$ cat config.mk
export PLATFORM = sky130hd
export DESIGN_NAME = cpu_req_port
export DESIGN_NICKNAME = d
export VERILOG_FILES = /design/src/common/l1d_pkg.sv /design/src/rtl/cpu_req_port.sv
export SDC_FILE = /design/constraint.sdc
export NUM_CORES = 1
export LEC_CHECK = 0
export ABC_AREA = 1
export BUFFER_PORTS_ARGS = -buffer_cell sky130_fd_sc_hd__buf_2
export CORE_MARGIN = 2
export CORE_UTILIZATION = 37
export DETAILED_ROUTE_END_ITERATION = 16
export GPL_ROUTABILITY_DRIVEN = 0
export GPL_TIMING_DRIVEN = 0
export MAX_ROUTING_LAYER = met4
export PLACE_DENSITY = 0.78
export REMOVE_ABC_BUFFERS = 1
export SLEW_MARGIN = 20
export SYNTH_ARGS = -nofsm -noshare
export SYNTH_HDL_FRONTEND = slang
export SYNTH_SLANG_ARGS = --single-unit
$ cat constraint.sdc
create_clock -name clk -period 2.35 [get_ports clk]
set_input_delay 0.3525 -clock clk [delete_from_list [all_inputs] [get_ports clk]]
set_output_delay 0.3525 -clock clk [all_outputs]
set_load 0.005 [all_outputs]
$ cat src/common/l1d_pkg.sv
package l1d_pkg;

    // processor side
    localparam int ADDR_W = 32;
    localparam int WORD_W = 32;

    // 2-way geometry with 32 sets of 64-byte lines
    localparam int SETS       = 32;
    localparam int WAYS       = 2;
    localparam int LINE_WORDS = 16;

    // tag 31..11, index 10..6 and word 5..2 of the address
    localparam int TAG_W      = 21;
    localparam int INDEX_W    = 5;
    localparam int WORD_OFF_W = 4;

    localparam int TAG_LSB   = 11;
    localparam int INDEX_LSB = 6;
    localparam int WORD_LSB  = 2;

    // tag and index of one line
    localparam int LINE_ADDR_W = TAG_W + INDEX_W;

endpackage

$ cat src/rtl/cpu_req_port.sv
`timescale 1ns/1ps

module cpu_req_port
(
    input  logic                            clk,
    input  logic                            nrst,
    input  logic                            req,
    input  logic                            we,
    input  logic [l1d_pkg::ADDR_W-1:0]      addr,
    input  logic [l1d_pkg::WORD_W-1:0]      wdata,
    input  logic                            flush,
    input  logic                            hit,
    input  logic [l1d_pkg::WORD_W-1:0]      word_data,
    output logic                            cpu_rd,
    output logic                            cpu_wr,
    output logic [l1d_pkg::TAG_W-1:0]       tag,
    output logic [l1d_pkg::INDEX_W-1:0]     index,
    output logic [l1d_pkg::WORD_OFF_W-1:0]  word_off,
    output logic [l1d_pkg::WORD_W-1:0]      wdata_q,
    output logic                            flush_q,
    output logic                            busy,
    output logic                            done,
    output logic [l1d_pkg::WORD_W-1:0]      rdata
);

    logic accept;

    assign busy   = cpu_rd | cpu_wr;
    assign done   = hit;          // hit already a single pulse
    assign accept = req & ~busy;

    always_ff @(posedge clk or negedge nrst)
    begin
        if (!nrst)
        begin
            cpu_rd  <= 1'b0;
            cpu_wr  <= 1'b0;
            flush_q <= 1'b0;
        end
        else
        begin
            if (hit)
            begin
                cpu_rd <= 1'b0;
                cpu_wr <= 1'b0;
            end
            else if (accept)
            begin
                cpu_rd <= ~we;
                cpu_wr <= we;
            end
            flush_q <= flush & ~busy & ~req;   // req wins a tie
        end
    end

    always_ff @(posedge clk)
    begin
        if (accept)
        begin
            tag      <= addr[l1d_pkg::TAG_LSB +: l1d_pkg::TAG_W];
            index    <= addr[l1d_pkg::INDEX_LSB +: l1d_pkg::INDEX_W];
            word_off <= addr[l1d_pkg::WORD_LSB +: l1d_pkg::WORD_OFF_W];
            wdata_q  <= wdata;
        end
        // the last cycle before hit is the matching compare
        if (cpu_rd && !hit)
            rdata <= word_data;
    end

endmodule

## Yosys cells after proc, flatten, opt, wreduce, memory -nomap -nowiden

Cells that the tools add are included.

| storage, ports and cells | value |
|---|---|
| register bits | 97 |
| bits of input ports | 102 |
| output and inout port bits | 99 |
| logic and storage cells | 22 |

| cells by class | value |
|---|---|
| mux-type cells | 4 |
| bitwise logic cells | 7 |
| reductions and logical operators | 3 |

Operators by type and width:

| operator | number |
|---|---|
| 1-bit two-way mux | 4 |
| 1-bit bitwise AND | 3 |
| 1-bit NOT | 3 |
| 2-bit nonzero test | 1 |
| 1-bit logical AND | 1 |
| 1-bit logical NOT | 1 |
| 1-bit bitwise OR | 1 |

## Longest topological paths before layout

| logic depth | value |
|---|---|
| depth in word-level cells | 5 |
| gate-level depth with buffers | 4 |
| depth with buffers taken out | 4 |

## Worst setup path before layout

Ideal clock, no wire load.

| path | value |
|---|---|
| kind | register -> register |
| from | register cpu_rd |
| to | register index[0] in the netlist's numbering, enable pin |
| setup time | 0.416 ns |
| arrival | 1.869 ns |
| required time | 1.934 ns |
| setup slack | 0.064 ns |
| stages on the path, launching flop included | 4 |
| path buffers | 0 |
| path through | dfrtp_1 -> nor2_2 -> nand2_2 -> inv_1 |

| on the way | value |
|---|---|
| word-level cells in the longest chain between the ends | 3 |

Ends and longest elaborated chain:

| item | RTL line | text |
|---|---|---|
| start: declaration | cpu_req_port.sv:14 | `output logic cpu_rd,` |
| start signal: assignment | cpu_req_port.sv:49 | `cpu_rd <= ~we;` |
| 1-bit bitwise OR | cpu_req_port.sv:28 | `assign busy = cpu_rd \| cpu_wr;` |
| 1-bit NOT | cpu_req_port.sv:30 | `assign accept = req & ~busy;` |
| 1-bit bitwise AND | cpu_req_port.sv:30 |  |
| net accept | cpu_req_port.sv:26 | `logic accept;` |
| end signal: assignment | cpu_req_port.sv:61 | `index <= addr[l1d_pkg::INDEX_LSB +: l1d_pkg::INDEX_W];` |
| end: declaration | cpu_req_port.sv:17 | `output logic [l1d_pkg::INDEX_W-1:0] index,` |

The timed path passes the listed nets, and every way through them passes these cells.
A chain may end at the register's enable or synchronous reset.

## Worst setup path after layout

| path | value |
|---|---|
| from | register cpu_rd |
| to | register index[4] in the netlist's numbering, enable pin |

Same word-level chain as after synthesis.

==> reports/metrics.cfg <==
[timing]
setup_ws_ps = 676
drv_slew = 0
slew_headroom = 0.513
hold_violations = 0
setup_violations = 0
tns_ps = 0
tightestPinTransition_ps = 731
rsz0062_at_grt = no
clock.fmax_mhz = 597
period_minus_slack_ps = 1670
min_period_over_period = 0.712
fin_skew_ps = 9.26
whs_ps = 170

[global_routing]
grt_pass1_wl_mm = 9.21
grtUsageTotal = 0.148
grt_pass1_vias = 1908
antenna_found_initial = 0
grt_max_degree = 63
grt_overflow = 0

[synth]
synth_largest_area_cell = edfxtp_1
synth_top_area_frac = 0.949
ys_top_cells_by_count = edfxtp_1 (94), inv_1 (4), dfrtp_1 (3), nand2_1 (3)
ys_ff_latch = 97
synth.area.top_cells = edfxtp_1 (95%), dfrtp_1 (2.5%), inv_1 (0.50%)
synth_cell_types = 12
ys.flop_type = edfxtp_1
synth_seq_area_share = 0.974
syn_area_per_cell_um2 = 26.6
yosysMostFrequentCell = edfxtp_1
syn_inst = 112
syn_area_um2 = 2970
async_flop_share = 0.0309
ys_warn_count = 0
synth_enable_flop_cells = 94

[finish]
area_delta_synth_final_pct = 45.1
post-route-util = 0.555
fin_cells = 428
antenna_cells = 0
drive_above_1_share = 0.666
fillerInstances = 627
final_nets = 423

[min_path]
hold_depth = 1
whs_endpoint = wdata_q[4]
hold_class = input pin to register
hold_path.startpoint = wdata[4]

[routing]
drc = 0
vias_per_cell = 4.40
wirelength_mm = 6.38
first_pass_iters = 4
vias = 1882
ant_nets = 0
drt_iter0_drc = 85
wl_per_cell_um = 14.9

[critical_path]
startpoint_type = register
crit_type = register to register
slowest_stage = inv_4
critPathMaxStageDelay_ps = 530
ff2ff_path_depth = 3
reg2reg_slack_ps = 680
r2r-start = cpu_rd
cp.arrival_ps = 1660
crit_chain = nor2_2, nand2_2, inv_4
regToRegEndpoint = index[4]
worstPathRequired_ps = 2330
endpoint_kind = register
cp_max_fo = 62
critical-path-top-delay-family = buffers and inverters
cp.buffers_inverters = 1

[power]
p_comb_frac = 0.077
max-vdd-ir-drop_mv = 0.457
powerDensity_nw_per_um2 = 806
seq_power_share = 0.591
clockPowerShare = 0.332
power.share.switching = 0.205
p_switching_mw = 0.714
internal-power_mw = 2.76
p_leak_nw = 1.87

[cts]
cts-buffers-inserted = 9
cts_hold_buf = 1
clk_pin_slew_ps = 100
post_cts_buffers = 0
root_buffer = clkbuf_8
cts_htree_levels = 3
clock_sinks = 97
clockBufferDepth = 2
cts_resized = 0
tritoncts = built
clock_latency_ps = 350

[flow_run]
max_cap_violations = 0

[status]
status = completed

[placement]
place_inst = 411
io_buffers = 198
dp_hpwl_mm = 4.84
pre_cts_ws_ps = 454

[floorplan]
die-area_um2 = 8770
pin_count = 201
die_y_um = 93.7
core_area_um2 = 7770
die_x_um = 93.7
start_util = 0.383
fp-row-count = 32

## flip-flops by register name (all words and copies together) (netlist names)
name,cells
flush_q,1
rdata,32
word_off,4
index,5
tag,21
cpu_rd,1
cpu_wr,1
wdata_q,32
## how the worst max path moves through the flow
stage,cells after the start,slack [ps],endpoint,start
2_1_floorplan,3,60,index[0],cpu_rd
6_report,3,680,index[4],cpu_rd
4_1_cts,2,630,rdata[17],cpu_rd
3_5_place_dp,4,450,rdata[3],hit
3_3_place_gp,3,-340,wdata_q[30],cpu_rd
5_1_grt,3,550,wdata_q[2],cpu_rd
## cell type report
| class | instances | area [um^2] | area share |
|---|---|---|---|
| sequential | 97 | 2900 | 0.672 |
| timing repair buffer | 199 | 1000 | 0.232 |
| clock buffer | 10 | 128 | 0.0296 |
| tap | 102 | 128 | 0.0296 |
| clock inverter | 6 | 88.8 | 0.0206 |
| multi-input combinational | 10 | 53.8 | 0.0125 |
| inverter | 4 | 17.5 | 0.00406 |
## power groups by stage
stage / sequential [mW] / clock [mW] / combinational (mW)
after floorplan: 2.12 / 0 / 0.0505
after global placement: 2.10 / 0 / 0.259
after detailed placement: 2.10 / 0 / 0.271
after CTS: 2.06 / 1.20 / 0.272
after global routing: 2.07 / 1.25 / 0.297
final: 2.06 / 1.16 / 0.266
## cells in the final DEF (no fill, tap or decap)
master and instances:
edfxtp_1 94, clkinv_1 1, clkbuf_8 9, inv_6 2, nand4_1 1, inv_4 1, clkbuf_1 1, buf_2 198
bufinv_16 2, nor2_2 1, nand2_1 3, dlygate4sd3_1 1, clkinvlp_4 1, nor2_1 1, nand3_1 1, dfrtp_1 3
or2_1 1, o21ai_2 1, inv_1 2, nand2_2 1, inv_2 1
## kinds of logic after synthesis
kind of cell           synth area share
buffers and inverters           0.00757
flip-flops                        0.974
AO/OA/AOI/OAI                   0.00295
AND/OR/NAND/NOR                  0.0151
## metal layers
| layer | vias to the layer above | track usage | routed length [um] |
|---|---|---|---|
| met5 | - | - | 0 |
| met4 | 0 | 0.0761 | 103 |
| met3 | 9 | 0.0530 | 814 |
| met2 | 139 | 0.242 | 3160 |
| met1 | 882 | 0.161 | 2300 |
| li1 | 852 | - | - |
## per-stage QoR
stage,power [mW],area (um^2)
6_report,3.48,4310
5_1_grt,3.61,4310
3_3_place_gp,2.36,4090
2_1_floorplan,2.17,2970
3_5_place_dp,2.37,4090
4_1_cts,3.53,4310
Power figures use the tool's default switching activity.
